### src/verilog/arya_pkg.sv
package arya_pkg;

	////////////////////
	// sizes
	localparam int THREAD_BITS = 2;
	localparam int NUM_THREADS = 2 ** THREAD_BITS;
	localparam int DATA_W      = 64;
	localparam int INST_W      = 32;
	localparam int PC_W        = 6;                  // 64 words per thread
	localparam int IMEM_ADDR_W = THREAD_BITS + PC_W; // thread index above pc
	localparam int REG_ADDR_W  = 5;
	localparam int NUM_REGS    = 2 ** REG_ADDR_W;
	localparam int DMEM_ADDR_W = 8;
	localparam int RUN_CYCLES  = 64;                 // busy cycles per start
	localparam int RUN_CNT_W   = 6;

	// instruction field widths
	localparam int OPC_W     = 4;
	localparam int IMM_W     = 13;
	localparam int SHAMT_LSB = 6; // shift amount sits in imm[10:6]
	localparam int SHAMT_W   = 5;

	typedef logic [THREAD_BITS-1:0] thread_t;

	// unlisted codes fall through as nop
	typedef enum logic [OPC_W-1:0] {
		OP_NOP   = 4'd0,
		OP_ADD   = 4'd1,
		OP_SUB   = 4'd2,
		OP_AND   = 4'd3,
		OP_OR    = 4'd4,
		OP_XOR   = 4'd5,
		OP_ADDI  = 4'd6,
		OP_SHL   = 4'd7,
		OP_LOAD  = 4'd8,
		OP_STORE = 4'd9
	} opcode_t;

	////////////////////
	// instruction word, msb first
	typedef struct packed {
		opcode_t               opcode;
		logic [REG_ADDR_W-1:0] rd;
		logic [REG_ADDR_W-1:0] rs1;
		logic [REG_ADDR_W-1:0] rs2;
		logic [IMM_W-1:0]      imm;
	} inst_t;

	////////////////////
	// stage payloads
	typedef struct packed {
		logic                   valid;
		thread_t                thread;
		logic [IMEM_ADDR_W-1:0] addr;
	} fetch_t;

	typedef struct packed {
		logic                  valid;
		thread_t               thread;
		opcode_t               opcode;
		logic [REG_ADDR_W-1:0] rd;
		logic [DATA_W-1:0]     a;
		logic [DATA_W-1:0]     b;          // rs2 or immediate
		logic [DATA_W-1:0]     store_data;
	} de_t;

	typedef struct packed {
		logic                  valid;
		thread_t               thread;
		logic                  we;
		logic [REG_ADDR_W-1:0] rd;
		logic                  load;
		logic                  store;
		logic [DATA_W-1:0]     result;     // also the data address
		logic [DATA_W-1:0]     store_data;
	} em_t;

	typedef struct packed {
		logic                  enable;
		thread_t               thread;
		logic [REG_ADDR_W-1:0] rd;
		logic [DATA_W-1:0]     data;
	} wb_t;

endpackage
### src/verilog/thread_scheduler.sv
`timescale 1ns/1ps

module thread_scheduler import arya_pkg::*; (
	input  logic                   clk,
	input  logic                   reset,
	input  logic                   en,
	input  logic [NUM_THREADS-1:0] start_thread,
	output fetch_t                 fetch,
	output logic [NUM_THREADS-1:0] thread_busy,
	output logic [NUM_THREADS-1:0] thread_done
);

	typedef enum logic {IDLE, BUSY} run_state_t;

	thread_t                slot;
	logic [PC_W-1:0]        pc_all [NUM_THREADS];
	logic [IMEM_ADDR_W-1:0] held_addr;

	// barrel slot wraps at 4
	always_ff @(posedge clk) begin
		if (reset)
			slot <= '0;
		else if (en)
			slot <= slot + 1'b1;
	end

	// last fetch address, presented again while en is low
	always_ff @(posedge clk) begin
		if (reset)
			held_addr <= '0;
		else if (en)
			held_addr <= {slot, pc_all[slot]};
	end

	////////////////////
	// per thread run control and pc
	for (genvar i = 0; i < NUM_THREADS; i++) begin : g_thread
		run_state_t           state;
		logic [RUN_CNT_W-1:0] run_cnt;
		logic                 done_q;
		logic [PC_W-1:0]      pc;
		logic                 start;
		logic                 issue;

		assign start = (state == IDLE) && start_thread[i]; // ignored while busy
		assign issue = thread_busy[i] && (slot == thread_t'(i));

		always_ff @(posedge clk) begin
			if (reset) begin
				state   <= IDLE;
				run_cnt <= '0;
				done_q  <= 1'b0;
			end else if (en) begin
				done_q <= 1'b0;
				case (state)
					IDLE: if (start) begin
						state   <= BUSY;
						run_cnt <= '0;
					end
					BUSY: begin
						run_cnt <= run_cnt + 1'b1;
						if (run_cnt == RUN_CNT_W'(RUN_CYCLES - 1)) begin
							state  <= IDLE;
							done_q <= 1'b1; // one cycle after last busy
						end
					end
					default: state <= IDLE;
				endcase
			end
		end

		always_ff @(posedge clk) begin
			if (reset)
				pc <= '0;
			else if (en) begin
				if (start)
					pc <= '0;
				else if (issue)
					pc <= pc + 1'b1;
			end
		end

		assign thread_busy[i] = (state == BUSY);
		assign thread_done[i] = done_q;
		assign pc_all[i]      = pc;

		// done only ever closes out a run
		a_done_after_busy: assert property (@(posedge clk) disable iff (reset)
			$rose(thread_done[i]) |-> $past(thread_busy[i]));
	end

	// idle threads still get their slot as a bubble
	always_comb begin
		fetch.valid  = thread_busy[slot];
		fetch.thread = slot;
		fetch.addr   = en ? {slot, pc_all[slot]} : held_addr; // word in flight stays put
	end

endmodule

### config.mk
export PLATFORM = sky130hd
export DESIGN_NAME = thread_scheduler
export DESIGN_NICKNAME = d
export VERILOG_FILES = /design/src/verilog/arya_pkg.sv /design/src/verilog/thread_scheduler.sv
export SDC_FILE = /design/constraint.sdc
export NUM_CORES = 1
export LEC_CHECK = 0
export BUFFER_PORTS_ARGS = -buffer_cell sky130_fd_sc_hd__buf_2
export CELL_PAD_IN_SITES_DETAIL_PLACEMENT = 1
export CELL_PAD_IN_SITES_GLOBAL_PLACEMENT = 2
export CORE_UTILIZATION = 25
export DETAILED_ROUTE_END_ITERATION = 10
export GPL_ROUTABILITY_DRIVEN = 0
export PLACE_DENSITY_LB_ADDON = 0.3
export RECOVER_POWER = 50
export SYNTH_ARGS = -nofsm -noshare
export SYNTH_HDL_FRONTEND = slang
export SYNTH_SLANG_ARGS = --single-unit
### constraint.sdc
create_clock -name clk -period 2.8 [get_ports clk]
set_input_delay 0.42 -clock clk [delete_from_list [all_inputs] [get_ports clk]]
set_output_delay 0.42 -clock clk [all_outputs]
set_load 0.02 [all_outputs]
-- Word level (Yosys, flattened, before mapping)
Index checks and enable logic that the tools add are counted.
- register bits: 66
- output and inout port bits: 19
- logic and storage cells: 108
- add/subtract/negate cells: 9
- magnitude comparators: 2
- equality and inequality tests: 11
- muxes and demuxes: 42
- bitwise gates (word level): 5
- reductions and logical operators: 21
- operator list (cell ; count):
    6-bit two-way mux ; 14
    6-bit by 1-bit adder with 6-bit output, second input constant ; 8
    6-bit case mux with 2 select lines ; 4
    6-bit equality test, second input constant ; 4
    1-bit two-way mux ; 17
    2-bit AND reduction ; 8
    6-bit binary-select mux with 2-bit select ; 1
    1-bit logical AND ; 8
    8-bit two-way mux ; 1
    2-bit inequality test, second input constant ; 4
    1-bit case mux with 2 select lines ; 4
    2-bit nonzero test ; 4
    2-bit equality test, second input constant ; 2
    1-bit inverter ; 4
    3-bit greater-or-equal comparator, second input constant ; 1
    2-bit by 3-bit less-than comparator with 1-bit output, second input constant ; 1
    2-bit inverter with 3-bit output ; 1
    2-bit by 1-bit adder with 2-bit output, second input constant ; 1
    1-bit binary-select mux with 2-bit select ; 1
    2-bit by 1-bit equality test with 1-bit output, second input constant ; 1
    2-bit zero test ; 1

-- Longest topological paths before layout
- word-level depth: 5
- mapped depth: 6

-- Least setup slack after synthesis
No wires, ideal clock.
- path kind: register to output
- start point: register slot[1]
- end point: output port fetch[5] in the netlist's numbering
- arrival time: 1.527 ns
- data required time: 2.380 ns
- path slack: 0.853 ns
- stages on the path, launching flop included: 4
- cells stage by stage: dfxtp_1 buf_6 mux4_1 mux2_2
- RTL lines (what ; line ; text):
    start, declared ; thread_scheduler.sv:15 ; thread_t slot;
    start signal, assigned ; thread_scheduler.sv:24 ; slot <= slot + 1'b1;
    end, declared ; thread_scheduler.sv:8 ; output fetch_t fetch,

==> impl_metrics.csv <==
group,metric,value,unit
logic_synthesis,yosysMostFrequentCell,"dfxtp_1",
logic_synthesis,synthXorXnorAreaFrac,0.790,%
worst_setup_path,path_class,"flip-flop to output pin",
logic_synthesis,synth.avg_cell_area,9.34,sq um
die,initial_core_util,26.0,%
logic_synthesis,synthSimpleGateAreaFrac,21.7,%
clock_network,clk-insertion-delay-late,0.33,ns
power,p_leak,1.32,nW
die,rows,41,
sta,fmax,392,MHz
routing,postRouteAntennaNets,0,
clock_network,cts_setup_buffers,0,
logic_synthesis,ys_top_cells_by_area,"dfxtp_1 (40%), a21oi_1 (7.1%), ha_1 (4.5%)",
worst_setup_path,worstSetupStartpointType,"flip-flop",
sta,worstMarginPinSlew,1.60,ns
clock_network,cts_inserted_buffers,9,
worst_setup_path,rrSetupSlack,0.68,ns
global_routing,grt_use_total,13.4,%
logic_synthesis,synth_common_cells,"dfxtp_1 (66), a21oi_1 (47), nand2_1 (24)",
clock_network,clock_sinks,66,
layout,num-fill-cells,1456,
clock_network,cts_resized,0,
layout,final_cells,549,
logic_synthesis,synth_top_family_by_area,"simple AND/OR/NAND/NOR gates",
clock_network,h-tree-depth,3,
logic_synthesis,synth_top_cell_by_area,"dfxtp_1",
worst_setup_path,arrival,2.13,ns
worst_setup_path,r2r-start,"slot[1]",
global_routing,grt_pass1_wl,14600,um
logic_synthesis,synth_fa_ha_area_share,4.52,%
hold_path,min_from,"start_thread[0]",
power,powerDensity,630,mW/mm^2
layout,drive_gt1_share,14.6,%
sta,relSlewSlack,-6.48,%
global_routing,grt_pass1_vias,2823,
hold_path,hold_path_class,"input pin to flip-flop",
die,dieArea,0.0138,sq mm
logic_synthesis,synth_edf_count,0,
routing,drt_iter0_drc,138,
logic_synthesis,synth_top_area_share,39.7,%
sta,slew_violations,28,
status,status,"finished, violations left",
place,port_buffers,25,
routing,dr.pass1.iters,6,
flow_run,cap_violations,1,
layout,register_area,0.00132,sq mm
routing,vias,2807,
sta,finalSetupTns,0,ns
sta,period_minus_slack,2.55,ns
worst_setup_path,crit_start,"slot[1]",
die,die_w,117,um
die,die_h,117,um
routing,vias_per_cell,5.11,
worst_setup_path,endpoint_kind,"output pin",
logic_synthesis,synth_compound_area_share,17.5,%
worst_setup_path,crit_required,2.38,ns
logic_synthesis,netlist-cell-type-count,42,
status,violations,"max-capacitance violations, max-slew violations",
routing,drt_drc_violations_left,0,
clock_network,postCtsHoldBufs,0,
sta,rsz0062_at_grt,"no",
sta,setup_viol,0,
sta,finalHoldViolCount,0,
worst_setup_path,crit_fanout,13,
place,dp_hpwl,6200,um
sta,finalClockSkew,0.00765,ns
global_routing,grt_antenna_before_repair,0,
logic_synthesis,async_flop_share,0,%
logic_synthesis,ys_seq_area_share,39.7,%
layout,final_nets,391,
die,core_area,0.0128,sq mm
layout,area_delta_synth_final,15.9,%
layout,multi_input_area,0.00180,sq mm
logic_synthesis,synth_ff_type,"dfxtp_1",
place,dp.cells,533,
routing,wl_per_cell,16.1,um
logic_synthesis,synthMuxAreaShare,9.71,%
logic_synthesis,syn_area,0.00332,sq mm
logic_synthesis,syn_nets,375,
clock_network,root_buffer,"clkbuf_16",
sta,period_share,91.2,%
layout,antenna_cells,0,
global_routing,grt_overflow_total,0,
clock_network,clock_path_buffers,2,
power,vdd_drop_max,0.000277,V
clock_network,clkSlewWorstSetupHoldPaths,0.06,ns
die,io_pins,26,
logic_synthesis,syn_inst,356,
routing,drt-total-wl,8860,um
logic_synthesis,ys_ff_latch,66,
logic_synthesis,yosys_warnings,0,
global_routing,grt_start_max_net_pins,28,
clock_network,cts_tree,"done",
flip-flops by register name (all words and copies together), names as in the netlist:
signal            count
g_thread.run_cnt     24
slot                  2
g_thread.state        4
held_addr             8
g_thread.done_q       4
g_thread.pc          24
cells by family (layout without fill, tap and decap cells):
kind of cell	count (synthesis)	after routing
buffers and inverters	33	54
flip-flops	66	66
multiplexers	21	21
adder cells (fa/ha/maj)	12	12
XOR/XNOR	3	3
AO/OA/AOI/OAI	100	100
AND/OR/NAND/NOR	121	121
through the flow:
| stage | power [mW] | instance area, sq um | utilization (%) | setup slack (ns) | hold WS (ns) |
|---|---|---|---|---|---|
| 6_report | 2.43 | 3850 | 30.2 | 0.246 | 0.440 |
| 5_1_grt | 2.52 | 3850 | 30.2 | 0.175 | 0.451 |
| 4_1_cts | 2.47 | 3870 | 30.3 | 0.230 | 0.433 |
| 3_5_place_dp | 1.17 | 3530 | 27.7 | 0.603 | 0.461 |
| 3_3_place_gp | 1.17 | 3530 | 27.7 | 0.629 | 0.453 |
| 2_1_floorplan | 1.12 | 3320 | - | 0.853 | 0.432 |
metal layers:
metal / up-vias / GRT usage [%] / wire [um]
li1: 1365 / - / -
met1: 1410 / 16.3 / 4190
met2: 25 / 22.2 / 4330
met3: 7 / 3.45 / 261
met4: 0 / 5.36 / 85
met5: - / 0 / 0
cell type report:
cell class	instances	area share (%)
tap	172	5.58
inverter	7	0.682
clock buffer	10	5.94
timing repair buffer	31	4.03
sequential	66	34.3
multi-input combinational	257	46.8
clock inverter	6	2.73
worst max-delay path, cell delays in order, from the launching register on:
cell     delay (ns)
dfxtp_1        0.71
mux4_1         0.64
mux2_2         0.29
buf_2          0.16
final timing paths:
kind | end | depth (start not counted)
setup reg to reg | g_thread[0].pc[5] | 5
hold / removal | g_thread[0].state | 3
hold reg to reg | g_thread[1].done_q | 2
setup / recovery | fetch[5] | 3
power by group:
part           total [mW]  leakage [nW]  internal (mW)  switching, mW
Sequential          0.985         0.533          0.952         0.0325
Combinational       0.160         0.621         0.0537          0.107
Clock                1.28         0.166          0.865          0.419
Total                2.43          1.32           1.87          0.558
placed cells by master (no fill, tap or decap), drive strengths merged, types with 3 or more instances in the layout:
master / count
dfxtp: 66
a21oi: 47
nand2: 25
o21ai: 25
buf: 21
clkbuf: 20
o31ai: 16
or4: 16
nor2b: 14
or3: 13
nand3: 12
nor2: 12
ha: 12
nand4: 9
mux2: 8
inv: 7
mux4: 7
mux2i: 6
nand3b: 5
a32oi: 4
nand4b: 3
and3b: 3
bufinv: 3
clkinv: 3
(Power assumes the default switching activity.)
