### src/verilog/arya_pkg.sv
package arya_pkg;

	////////////////////
	// sizes
	localparam int THREAD_BITS = 2;
	localparam int NUM_THREADS = 2 ** THREAD_BITS;
	localparam int DATA_W      = 64;
	localparam int INST_W      = 32;
	localparam int PC_W        = 6;                  // 64 words per thread
	localparam int IMEM_ADDR_W = THREAD_BITS + PC_W; // thread index above pc
	localparam int REG_ADDR_W  = 5;
	localparam int NUM_REGS    = 2 ** REG_ADDR_W;
	localparam int DMEM_ADDR_W = 8;
	localparam int RUN_CYCLES  = 64;                 // busy cycles per start
	localparam int RUN_CNT_W   = 6;

	// instruction field widths
	localparam int OPC_W     = 4;
	localparam int IMM_W     = 13;
	localparam int SHAMT_LSB = 6; // shift amount sits in imm[10:6]
	localparam int SHAMT_W   = 5;

	typedef logic [THREAD_BITS-1:0] thread_t;

	// unlisted codes fall through as nop
	typedef enum logic [OPC_W-1:0] {
		OP_NOP   = 4'd0,
		OP_ADD   = 4'd1,
		OP_SUB   = 4'd2,
		OP_AND   = 4'd3,
		OP_OR    = 4'd4,
		OP_XOR   = 4'd5,
		OP_ADDI  = 4'd6,
		OP_SHL   = 4'd7,
		OP_LOAD  = 4'd8,
		OP_STORE = 4'd9
	} opcode_t;

	////////////////////
	// instruction word, msb first
	typedef struct packed {
		opcode_t               opcode;
		logic [REG_ADDR_W-1:0] rd;
		logic [REG_ADDR_W-1:0] rs1;
		logic [REG_ADDR_W-1:0] rs2;
		logic [IMM_W-1:0]      imm;
	} inst_t;

	////////////////////
	// stage payloads
	typedef struct packed {
		logic                   valid;
		thread_t                thread;
		logic [IMEM_ADDR_W-1:0] addr;
	} fetch_t;

	typedef struct packed {
		logic                  valid;
		thread_t               thread;
		opcode_t               opcode;
		logic [REG_ADDR_W-1:0] rd;
		logic [DATA_W-1:0]     a;
		logic [DATA_W-1:0]     b;          // rs2 or immediate
		logic [DATA_W-1:0]     store_data;
	} de_t;

	typedef struct packed {
		logic                  valid;
		thread_t               thread;
		logic                  we;
		logic [REG_ADDR_W-1:0] rd;
		logic                  load;
		logic                  store;
		logic [DATA_W-1:0]     result;     // also the data address
		logic [DATA_W-1:0]     store_data;
	} em_t;

	typedef struct packed {
		logic                  enable;
		thread_t               thread;
		logic [REG_ADDR_W-1:0] rd;
		logic [DATA_W-1:0]     data;
	} wb_t;

endpackage
### src/verilog/execute_stage.sv
`timescale 1ns/1ps

module execute_stage import arya_pkg::*; (
	input  logic clk,
	input  logic reset,
	input  logic en,
	input  de_t  de,
	output em_t  em
);

	logic [DATA_W-1:0]  alu_out;
	logic [SHAMT_W-1:0] shamt;
	logic               writes;
	em_t                em_next;

	assign shamt = de.b[SHAMT_LSB +: SHAMT_W];

	////////////////////
	// alu
	always_comb begin
		alu_out = '0;
		writes  = 1'b1;
		case (de.opcode)
			OP_ADD, OP_ADDI, OP_LOAD: alu_out = de.a + de.b;
			OP_STORE: begin
				alu_out = de.a + de.b; // address only
				writes  = 1'b0;
			end
			OP_SUB:  alu_out = de.a - de.b;
			OP_AND:  alu_out = de.a & de.b;
			OP_OR:   alu_out = de.a | de.b;
			OP_XOR:  alu_out = de.a ^ de.b;
			OP_SHL:  alu_out = de.a << shamt;
			default: writes = 1'b0; // nop and unused codes
		endcase
	end

	always_comb begin
		em_next.valid      = de.valid;
		em_next.thread     = de.thread;
		em_next.we         = de.valid && writes;
		em_next.rd         = de.rd;
		em_next.load       = de.valid && (de.opcode == OP_LOAD);
		em_next.store      = de.valid && (de.opcode == OP_STORE);
		em_next.result     = alu_out;
		em_next.store_data = de.store_data;
	end

	always_ff @(posedge clk) begin
		if (reset)
			em <= '0;
		else if (en)
			em <= em_next;
	end

endmodule

### config.mk
export PLATFORM = sky130hd
export DESIGN_NAME = execute_stage
export DESIGN_NICKNAME = d
export VERILOG_FILES = /design/src/verilog/arya_pkg.sv /design/src/verilog/execute_stage.sv
export SDC_FILE = /design/constraint.sdc
export NUM_CORES = 1
export LEC_CHECK = 0
export ABC_CLOCK_PERIOD_IN_PS = 6900
export CAP_MARGIN = 20
export CORE_MARGIN = 2
export CORE_UTILIZATION = 45
export CTS_BUF_LIST = sky130_fd_sc_hd__clkbuf_4
export CTS_CLUSTER_DIAMETER = 200
export DETAILED_ROUTE_END_ITERATION = 10
export DONT_BUFFER_PORTS = 1
export PLACE_DENSITY = 0.66
export SLEW_MARGIN = 10
export SYNTH_ARGS = -nofsm -noshare
export SYNTH_HDL_FRONTEND = slang
export SYNTH_SLANG_ARGS = --single-unit
### constraint.sdc
create_clock -name clk -period 6.9 [get_ports clk]
set_clock_uncertainty 0.15 [all_clocks]
set_input_delay 1.38 -clock clk [delete_from_list [all_inputs] [get_ports clk]]
set_output_delay 1.38 -clock clk [all_outputs]
set_load 0.02 [all_outputs]
=== Word-level counts from Yosys, hierarchy flattened ===
Cells that the tools add are included.
Widths: inputs -> output; s select.

* Add/subtract/negate cells: 2
* $mul: 0
* Div/mod/pow operators: 0
* $lt $le $gt $ge: 0
* Eq/ne operators: 9
* Shifts and indexed selects: 1
* Multiplexer cells: 2
* Bitwise operators: 3
* Reduce and logical (&&, ||, !) cells: 5

{| class="wikitable"
|+ Operators with widths
! kind !! number
|-
| $pmux 64 s6 || 1
|-
| $add 64x64->64 || 1
|-
| $and 64x64->64 || 1
|-
| $or 64x64->64 || 1
|-
| $shl 64x5->64 || 1
|-
| $sub 64x64->64 || 1
|-
| $xor 64x64->64 || 1
|-
| $eq 4x3->1 const B || 4
|-
| $eq 4x2->1 const B || 2
|-
| $eq 4x4->1 const B || 2
|-
| $reduce_or 8->1 || 1
|-
| $eq 4x1->1 const B || 1
|-
| $reduce_or 4->1 || 1
|-
| $logic_and 1x1->1 || 3
|-
| $mux 1 || 1
|}

* Register bits after elaboration: 139
* Bits in latches: 0
* RAM bits: 0
* Memory bits (read-only): 0
* Bits of input ports: 207
* Output and inout port bits: 139
* Logic and storage cells: 30
* Memories: 0

=== Logic depth before layout (Yosys ltp) ===
Gate-level depths: netlist (run 1).

* Depth in word-level cells: 4
* Mapped depth: 20
* Gate-level depth less buffers: 20

=== Worst setup path before layout (run 1) ===
OpenSTA, ideal clock, no wires.

* Path type: input to register
* Start point: input de[74] in the netlist's numbering
* End point: register em[109] in the netlist's numbering
* Setup time: 0.122 ns
* Data arrival time: 5.428 ns
* Required time: 6.628 ns
* Path slack: 1.200 ns
* Stages: 19
* Buffers on the path: 2
* Cells stage by stage: buf_6 -> or4_1 -> or4_4 -> nor3_4 -> nand2_2 -> nor3_1 -> a31oi_1 -> xnor2_1 -> ha_1 -> clkbuf_1 -> nand4_1 -> inv_1 -> a211oi_1 -> o21a_1 -> or4b_1 -> a21oi_1 -> nor2_1 -> xnor2_1 -> a221o_1

* Longest elaborated chain between the ends: 2
* Elaborated cells on any way between the ends: 4
* Classes of those cells: 2 x add/sub; 1 x shift; 1 x mux

{| class="wikitable"
|+ RTL lines
! item !! RTL line !! text
|-
| start, declared || execute_stage.sv:7 || <nowiki>input de_t de,</nowiki>
|-
| $sub 64x64->64, or another cell as far along || execute_stage.sv:29 || <nowiki>OP_SUB: alu_out = de.a - de.b;</nowiki>
|-
| $pmux 64 s6 (*) || execute_stage.sv:23 || <nowiki>case (de.opcode)</nowiki>
|-
| end signal, assigned || execute_stage.sv:53 || <nowiki>em <= em_next;</nowiki>
|-
| end, declared || execute_stage.sv:8 || <nowiki>output em_t em</nowiki>
|}

Every way passes the cells marked *; elsewhere a longest branch is shown, timed or not.
A chain may end at the register's enable or synchronous reset.

=== Worst setup path in the final report (run 1) ===
* Start point: input de[96] in the netlist's numbering
* End point: register em[126] in the netlist's numbering

* Longest elaborated chain between the ends: 2
* Elaborated cells on any way between the ends: 3
* Classes of those cells: 2 x add/sub; 1 x mux

{| class="wikitable"
|+ RTL lines
! item !! RTL line
|-
| $sub 64x64->64 / $add 64x64->64 (equally long branches) || execute_stage.sv:29, execute_stage.sv:24, execute_stage.sv:26
|-
| $pmux 64 s6 (*) || execute_stage.sv:23
|}

Marks and branches as above.

==> results of run 1 <==
cells in the mapped netlist (13+ instances only):
library cell	count
sky130_fd_sc_hd__and3_1	13
sky130_fd_sc_hd__a211oi_1	15
sky130_fd_sc_hd__ha_1	192
sky130_fd_sc_hd__xor2_1	19
sky130_fd_sc_hd__nor2_1	203
sky130_fd_sc_hd__a31oi_1	22
sky130_fd_sc_hd__buf_1	18
sky130_fd_sc_hd__o221ai_1	14
sky130_fd_sc_hd__nand3_1	43
sky130_fd_sc_hd__a221oi_1	46
sky130_fd_sc_hd__o211ai_1	16
sky130_fd_sc_hd__a21oi_1	168
sky130_fd_sc_hd__nand4_1	27
sky130_fd_sc_hd__nand2_1	259
sky130_fd_sc_hd__o21a_1	13
sky130_fd_sc_hd__o21bai_1	20
sky130_fd_sc_hd__dfxtp_1	139
sky130_fd_sc_hd__nor3_1	29
sky130_fd_sc_hd__mux4_2	46
sky130_fd_sc_hd__buf_2	19
sky130_fd_sc_hd__xnor2_1	83
sky130_fd_sc_hd__o21ai_0	173
sky130_fd_sc_hd__mux2_2	18
sky130_fd_sc_hd__clkbuf_1	103
sky130_fd_sc_hd__mux2i_1	147
sky130_fd_sc_hd__a21o_1	33
sky130_fd_sc_hd__inv_1	154
sky130_fd_sc_hd__a22oi_1	41
stage by stage:
| stage | total power, uW | hold WS, ps |
|---|---|---|
| after floorplan | 1780 | 387 |
| after CTS | 2660 | 429 |
| after global placement | 2030 | 406 |
| after detailed placement | 2040 | 409 |
| final | 2670 | 425 |
| after global routing | 2810 | 454 |
worst paths after layout:
path / start / to / slack (ps) / depth (start not counted)
setup / recovery: de[96] / em[126] / 930 / 14
hold reg to reg: em[90] / em[90] / 420 / 2
setup reg to reg: em[105] / em[105] / 5090 / 5
hold / removal: em[90] / em[90] / 420 / 2
worst min-delay path, cell delays in order (launching register included):
cell	delay (ps)
sky130_fd_sc_hd__dfxtp_1	410
sky130_fd_sc_hd__nand2_1	80
sky130_fd_sc_hd__o21ai_0	60
logic make-up (layout without fill, tap and decap cells):
family          count (synthesis)  in the layout  share of synthesized area
fa+ha+maj                     193            193                      0.141
xor+xnor                      103            103                     0.0530
compound gates                650            650                      0.244
mux                           211            211                      0.158
simple gates                  658            658                      0.173
buf+inv                       302            214                     0.0689
other cells                     0              2                          0
flops                         139            139                      0.162
final cells by class:
cell class	instances	area share
flip-flops and latches	139	0.157
clock buffers	17	0.00718
repair buffers	26	0.0119
clock inverters	15	0.00986
diodes	2	0.000282
multi-input cells	1815	0.745
inverters	156	0.0329
well taps	511	0.0360
metal layers:
metal / vias up / wire (um)
li1: 7986 / -
met1: 8484 / 28000
met2: 994 / 31500
met3: 178 / 8280
met4: 0 / 3690
met5: - / 0
power groups by stage:
stage / sequential [uW] / combinational, uW / clock, uW
final: 940 / 1120 / 613
after detailed placement: 959 / 1080 / 0
after floorplan: 940 / 838 / 0
after global placement: 958 / 1070 / 0
after global routing: 945 / 1210 / 654
after CTS: 941 / 1090 / 628
==> impl_table.tex, run 1 <==
\begin{tabular}{lr}
\hline
Metric & Value \\
\hline
\multicolumn{2}{l}{\textbf{GRT}} \\
\quad Vias in the first global route & approximately 16000 \\
\quad Global routing met1 resource utilization & 0.433 \\
\quad Maximum number of pins on one net before global-route repair & 115 \\
\quad Overall fraction of global-route tracks in use & 0.350 \\
\quad Initial antenna violation count & 2 \\
\quad Wire length of the first global-routing pass & roughly 100000 um \\
\quad Remaining Overflow, GRT & 0 \\
\quad Met3 Usage GRT & 0.103 \\
\quad Met2 Usage GRT & 0.553 \\
\quad Most used routing layer in global routing & met2 \\
\multicolumn{2}{l}{\textbf{Timing}} \\
\quad Setup TNS & 0 ps \\
\quad Final-report hold violation count & 0 \\
\quad Setup violations, final & 0 \\
\quad Part of the cycle the worst path needs & 0.865 \\
\quad Worst Setup Slack, final & just over 900 ps \\
\quad RSZ-0062 raised after global routing & no \\
\quad Crit path time final & $\sim$6000 ps \\
\quad Count of final max-slew check failures & 0 \\
\quad Fmax achieved & approximately 170 MHz \\
\quad Worst slew margin & 0.286 \\
\quad Slew @ Worst Pin & between 1000 and 1500 ps \\
\multicolumn{2}{l}{\textbf{Placed design}} \\
\quad Total half-perimeter wirelength after legalization and detailed placement & 55500 um \\
\quad Weighted congestion reported at the end of routability-driven placement & $\sim$0.99 \\
\quad Number of buffers added on ports & 0 \\
\quad Setup Slack @ Placement & around 440 ps \\
\quad Cells after DPL & 2647 \\
\quad Cell area reported after detailed placement & between 15000 and 20000 um\^{}2 \\
\multicolumn{2}{l}{\textbf{Detailed routing}} \\
\quad Drt first pass iters & 6 \\
\quad Via-to-Cell Ratio & about 6.6 \\
\quad Average routed wire per standard cell & between 20 and 30 um \\
\quad Violation count after the first detailed-route iteration & 1978 \\
\quad Total wire length after detailed routing & between 70000 and 80000 um \\
\quad Residual DRC & 0 \\
\quad Via total after detailed routing & 17600 \\
\quad Detail Route Antenna Nets & 0 \\
\multicolumn{2}{l}{\textbf{CTS}} \\
\quad Number of gates given a new drive strength after cts & 0 \\
\quad CTS Root Cell & sky130\_fd\_sc\_hd\_\_clkbuf\_4 \\
\quad CTS tree & yes \\
\quad Clock slew at the register clock pins of the worst setup and hold paths & 150 ps \\
\quad Total number of clock tree sinks & 139 \\
\quad Clk buf depth & 2 \\
\quad H-tree depth reported by CTS & 4 \\
\quad Post-CTS setup buffers & 0 \\
\quad \# hold bufs at CTS & 0 \\
\quad Insertion delay to the later sink of the worst-skew pair & 660 ps \\
\quad CTS buffer count & 17 \\
\multicolumn{2}{l}{\textbf{Pwr}} \\
\quad Cell-internal power & between 1000 and 1500 uW \\
\quad Switch share & 0.445 \\
\quad Portion of total power attributed to combinational logic & 0.418 \\
\quad Power density relative to cell area & roughly 150 nW/um\^{}2 \\
\quad Leak & roughly 0.0077 uW \\
\quad Clock power share & 0.230 \\
\quad Highest ir drop seen on vdd & $\sim$98 uV \\
\quad Net switching component of the power & between 1000 and 1500 uW \\
\quad Flop pwr share & 0.352 \\
\multicolumn{2}{l}{\textbf{Logic synthesis}} \\
\quad Post-synthesis cell type with the largest combined area & sky130\_fd\_sc\_hd\_\_dfxtp\_1 \\
\quad Most common flop cell mapped by yosys & sky130\_fd\_sc\_hd\_\_dfxtp\_1 \\
\quad Number of flops mapped to enable cells by yosys & 0 \\
\quad Synthesized flop and latch total & approximately 140 \\
\quad Top cells by area, synth & sky130\_fd\_sc\_hd\_\_dfxtp\_1, sky130\_fd\_sc\_hd\_\_ha\_1, sky130\_fd\_sc\_hd\_\_mux2i\_1 \\
\quad Synth async-reset ratio & 0 \\
\quad Cell count after synthesis & about 2300 \\
\quad Nets in the synthesized netlist & between 2000 and 3000 \\
\quad Area share of the leading cell type in the synthesized netlist & 0.162 \\
\quad Cell area after synthesis & around 17000 um\^{}2 \\
\quad Count of synthesis-stage warnings from yosys & 0 \\
\quad Count of cell types in the netlist & between 80 and 90 \\
\quad Share of synthesized area occupied by flip-flops and latches & 0.162 \\
\quad Avg Inst Size Synth & between 7 and 8 um\^{}2 \\
\multicolumn{2}{l}{\textbf{Final layout}} \\
\quad Top Registers & em (139) \\
\quad Synthesis-to-layout area growth & 3.50\% \\
\quad Ratio of cells with drive above 1 in the final layout & 0.0738 \\
\quad Most used cells in the layout excluding fill and tap cells & sky130\_fd\_sc\_hd\_\_nand2\_1, sky130\_fd\_sc\_hd\_\_nor2\_1, sky130\_fd\_sc\_hd\_\_ha\_1 \\
\quad Number of nets in the layout & around 2600 \\
\quad Max FFs per register & 139 \\
\quad Register containing the most flip-flops in the final layout & em \\
\quad Post-route standard cell area excluding fillers & about 18000 um\^{}2 \\
\quad Final core utilization & 0.472 \\
\quad Post-route insts no fill & 2681 \\
\quad Number of inserted filler cells in the final layout & between 3000 and 4000 \\
\quad Register Area & about 2800 um\^{}2 \\
\quad Area of combinational cells with multiple inputs & about 13000 um\^{}2 \\
\quad Leading cell type in the layout, fill and taps excluded & sky130\_fd\_sc\_hd\_\_nand2\_1 \\
\multicolumn{2}{l}{\textbf{Setup path}} \\
\quad Cell with the biggest individual delay on the critical path & sky130\_fd\_sc\_hd\_\_and4b\_1 \\
\quad Class of the most critical setup path & in -> reg \\
\quad Crit path arrival time & between 6000 and 7000 ps \\
\quad Number of buffer and inverter instances along the worst setup path & 0 \\
\quad Slowest Stage Delay on Critical Path & around 800 ps \\
\quad Most common cell on crit path & sky130\_fd\_sc\_hd\_\_or4\_1 \\
\quad CP top delay family & simple AND/OR/NAND/NOR gates \\
\quad Maximum fanout along the worst path & 6 \\
\quad Critical path startpoint category & primary input \\
\quad Cells along the critical path & or4\_1, nand4b\_1, nand4b\_1, and4b\_1, nand2\_1, o31ai\_1, xnor2\_1, ha\_1, nand2\_1, or4\_1, or2\_2, nor2\_1, or4\_1, nand3\_1 \\
\quad Worst Setup End Kind & flip-flop \\
\quad Required time of the critical path & 7330 ps \\
\multicolumn{2}{l}{\textbf{Floorplanning}} \\
\quad IO Pins & 346 \\
\quad Initial Util & 0.456 \\
\quad Width of the die & 199 um \\
\quad Placeable core region & between 30000 and 40000 um\^{}2 \\
\quad Die Span Y & between 150 and 200 um \\
\quad Floorplan row count & 71 \\
\quad Floorplan die area & approximately 40000 um\^{}2 \\
\multicolumn{2}{l}{\textbf{Min path}} \\
\quad Min-delay worst type & reg -> reg \\
\multicolumn{2}{l}{\textbf{Run status}} \\
\quad Outcome & completed \\
\multicolumn{2}{l}{\textbf{Run}} \\
\quad Maximum Capacitance Violations & 0 \\
\hline
\end{tabular}
Note: power is estimated with default switching activity, not from simulation.
==> inputs of run 2 (changes only) <==
CORE_UTILIZATION = 40   (was 45)
PLACE_DENSITY = 0.6   (was 0.66)
==> impl_table.tex, run 2 (synthesis gave the netlist of run 1 again) <==
\begin{tabular}{lr}
\hline
Metric & Value \\
\hline
\multicolumn{2}{l}{\textbf{Run status}} \\
\quad Outcome & completed \\
\multicolumn{2}{l}{\textbf{CTS}} \\
\quad Number of gates given a new drive strength after cts & 0 (unchanged) \\
\quad Post-CTS setup buffers & 0 (unchanged) \\
\quad Clk buf depth & 2 (unchanged) \\
\quad Clock slew at the register clock pins of the worst setup and hold paths & 170 ps (+20 ps) \\
\quad \# hold bufs at CTS & 0 (unchanged) \\
\quad H-tree depth reported by CTS & 4 (unchanged) \\
\quad Total number of clock tree sinks & 139 (unchanged) \\
\quad CTS tree & yes \\
\quad CTS buffer count & 17 (unchanged) \\
\quad CTS Root Cell & sky130\_fd\_sc\_hd\_\_clkbuf\_4 \\
\quad Insertion delay to the later sink of the worst-skew pair & 720 ps (+60 ps) \\
\multicolumn{2}{l}{\textbf{Pwr}} \\
\quad Post-layout total power & 2660 uW (-0.25\%) \\
\quad Highest ir drop seen on vdd & 113 uV (+15\%) \\
\quad Leak & 0.00772 uW (-0.26\%) \\
\quad Power density relative to cell area & 150 nW/um\^{}2 (-0.39\%) \\
\multicolumn{2}{l}{\textbf{Setup path}} \\
\quad Required time of the critical path & 7410 ps (+80 ps) \\
\quad Crit path arrival time & 6260 ps (-140 ps) \\
\quad Critical path startpoint category & primary input \\
\quad Reg-to-reg setup timing slack & 5110 ps (+20 ps) \\
\quad Maximum fanout along the worst path & 8 (+2) \\
\quad Worst Setup End Kind & flip-flop \\
\quad Class of the most critical setup path & in -> reg \\
\quad Cell count of the worst reg-to-reg path & 6 (+1) \\
\multicolumn{2}{l}{\textbf{Final layout}} \\
\quad Synthesis-to-layout area growth & 3.65\% \\
\quad Top Registers & em (139) \\
\quad Most used cells in the layout excluding fill and tap cells & sky130\_fd\_sc\_hd\_\_nand2\_1, sky130\_fd\_sc\_hd\_\_nor2\_1, sky130\_fd\_sc\_hd\_\_ha\_1 \\
\quad Register containing the most flip-flops in the final layout & em \\
\quad Ratio of cells with drive above 1 in the final layout & 0.0739 (about the same) \\
\quad Max FFs per register & 139 (unchanged) \\
\quad Leading cell type in the layout, fill and taps excluded & sky130\_fd\_sc\_hd\_\_nand2\_1 \\
\quad Number of nets in the layout & 2553 (-0.078\%) \\
\quad Final core utilization & 0.422 (-0.0494) \\
\multicolumn{2}{l}{\textbf{Timing}} \\
\quad Crit path time final & 5740 ps (-229 ps) \\
\quad Slew @ Worst Pin & 1030 ps (-36.5 ps) \\
\quad Worst slew margin & 0.310 (+0.0243) \\
\quad Count of final max-slew check failures & 0 (unchanged) \\
\quad Fmax achieved & 174 MHz (+4.0\%) \\
\quad Setup violations, final & 0 (unchanged) \\
\quad Part of the cycle the worst path needs & 0.832 (-0.0332) \\
\quad Worst hold slack after final layout & 426 ps (+1.07 ps) \\
\quad RSZ-0062 raised after global routing & no \\
\quad Setup TNS & 0 ps (unchanged) \\
\quad Final-report hold violation count & 0 (unchanged) \\
\multicolumn{2}{l}{\textbf{Detailed routing}} \\
\quad Average routed wire per standard cell & 26.4 um (-1.0\%) \\
\quad Residual DRC & 0 (unchanged) \\
\quad Via total after detailed routing & 17400 (-1.3\%) \\
\quad Violation count after the first detailed-route iteration & 1833 (-7.3\%) \\
\quad Via-to-Cell Ratio & 6.43 (-2.3\%) \\
\quad Detail Route Antenna Nets & 0 (unchanged) \\
\quad Total wire length after detailed routing & 71600 um (about the same) \\
\quad Drt first pass iters & 5 (-1) \\
\multicolumn{2}{l}{\textbf{Floorplanning}} \\
\quad Initial Util & 0.408 (-0.0483) \\
\quad IO Pins & 346 (unchanged) \\
\quad Die Span Y & 211 um (+5.9\%) \\
\quad Placeable core region & 42100 um\^{}2 (+12\%) \\
\quad Floorplan die area & 44600 um\^{}2 (+12\%) \\
\quad Floorplan row count & 75 (+5.6\%) \\
\quad Width of the die & 211 um (+5.9\%) \\
\multicolumn{2}{l}{\textbf{Placed design}} \\
\quad Weighted congestion reported at the end of routability-driven placement & 0.981 (-1.3\%) \\
\quad Total half-perimeter wirelength after legalization and detailed placement & 54800 um (-1.2\%) \\
\quad Number of buffers added on ports & 0 (unchanged) \\
\multicolumn{2}{l}{\textbf{GRT}} \\
\quad Remaining Overflow, GRT & 0 (unchanged) \\
\quad Wire length of the first global-routing pass & 105000 um (+1.5\%) \\
\quad Vias in the first global route & 16700 (+1.7\%) \\
\quad Initial antenna violation count & 3 (+1) \\
\quad Maximum number of pins on one net before global-route repair & 115 (unchanged) \\
\quad Overall fraction of global-route tracks in use & 0.315 (-0.0351) \\
\multicolumn{2}{l}{\textbf{Min path}} \\
\quad Min-delay worst type & reg -> reg \\
\quad Worst hold path stage count & 2 (unchanged) \\
\multicolumn{2}{l}{\textbf{Run}} \\
\quad Maximum Capacitance Violations & 0 (unchanged) \\
\hline
\end{tabular}
## run 2: metrics by stage
stage	cell area [um^2]	worst slack, ps	std cells
after floorplan	17200	1200	2256
after global placement	17500	644	2673
after detailed placement	17500	554	2673
after CTS	17800	1430	2705
after global routing	17800	1040	2710
final	17800	1160	2710
## run 2: worst paths after layout
| kind | startpoint | to |
|---|---|---|
| hold reg to reg | em[90] | em[90] |
| setup / recovery | de[68] | em[122] |
| setup reg to reg | em[117] | em[117] |
| hold / removal | em[90] | em[90] |
## run 2: power by group
group          internal [uW]  switching [uW]
Sequential               848            92.0
Clock                    198             416
Combinational            433             676
Total                   1480            1180
## run 2: critical path: stages
cell                        delay, ps
sky130_fd_sc_hd__nor3_1           410
sky130_fd_sc_hd__and4_1           330
sky130_fd_sc_hd__and2_1           280
sky130_fd_sc_hd__nand4_1          160
sky130_fd_sc_hd__or3_1            360
sky130_fd_sc_hd__o31ai_1          280
sky130_fd_sc_hd__xnor2_1          130
sky130_fd_sc_hd__ha_1             460
sky130_fd_sc_hd__and4_1           260
sky130_fd_sc_hd__nand3_1          110
sky130_fd_sc_hd__nor3b_1          200
sky130_fd_sc_hd__o21ai_1          140
sky130_fd_sc_hd__a2111oi_2        610
sky130_fd_sc_hd__o21ai_1          330
sky130_fd_sc_hd__a21oi_1          410
sky130_fd_sc_hd__nor2_1            80
sky130_fd_sc_hd__o41ai_1          340
## run 2: final cells by class
class,instances,area (um^2)
multi-input cells,1815,13300
repair buffers,24,193
well taps,539,674
fillers,4347,24300
clock inverters,15,169
clock buffers,17,128
flip-flops and latches,139,2780
diodes,5,12.5
inverters,156,586
## run 2: layer usage
layer | wire length, um | track usage | vias up | share of wire
li1 | - | - | 7996 | -
met1 | 29300 | 0.404 | 8324 | 0.41
met2 | 31400 | 0.492 | 977 | 0.44
met3 | 8090 | 0.0914 | 121 | 0.11
met4 | 2810 | 0.135 | 2 | 0.039
met5 | 13 | 0 | - | 0.00018
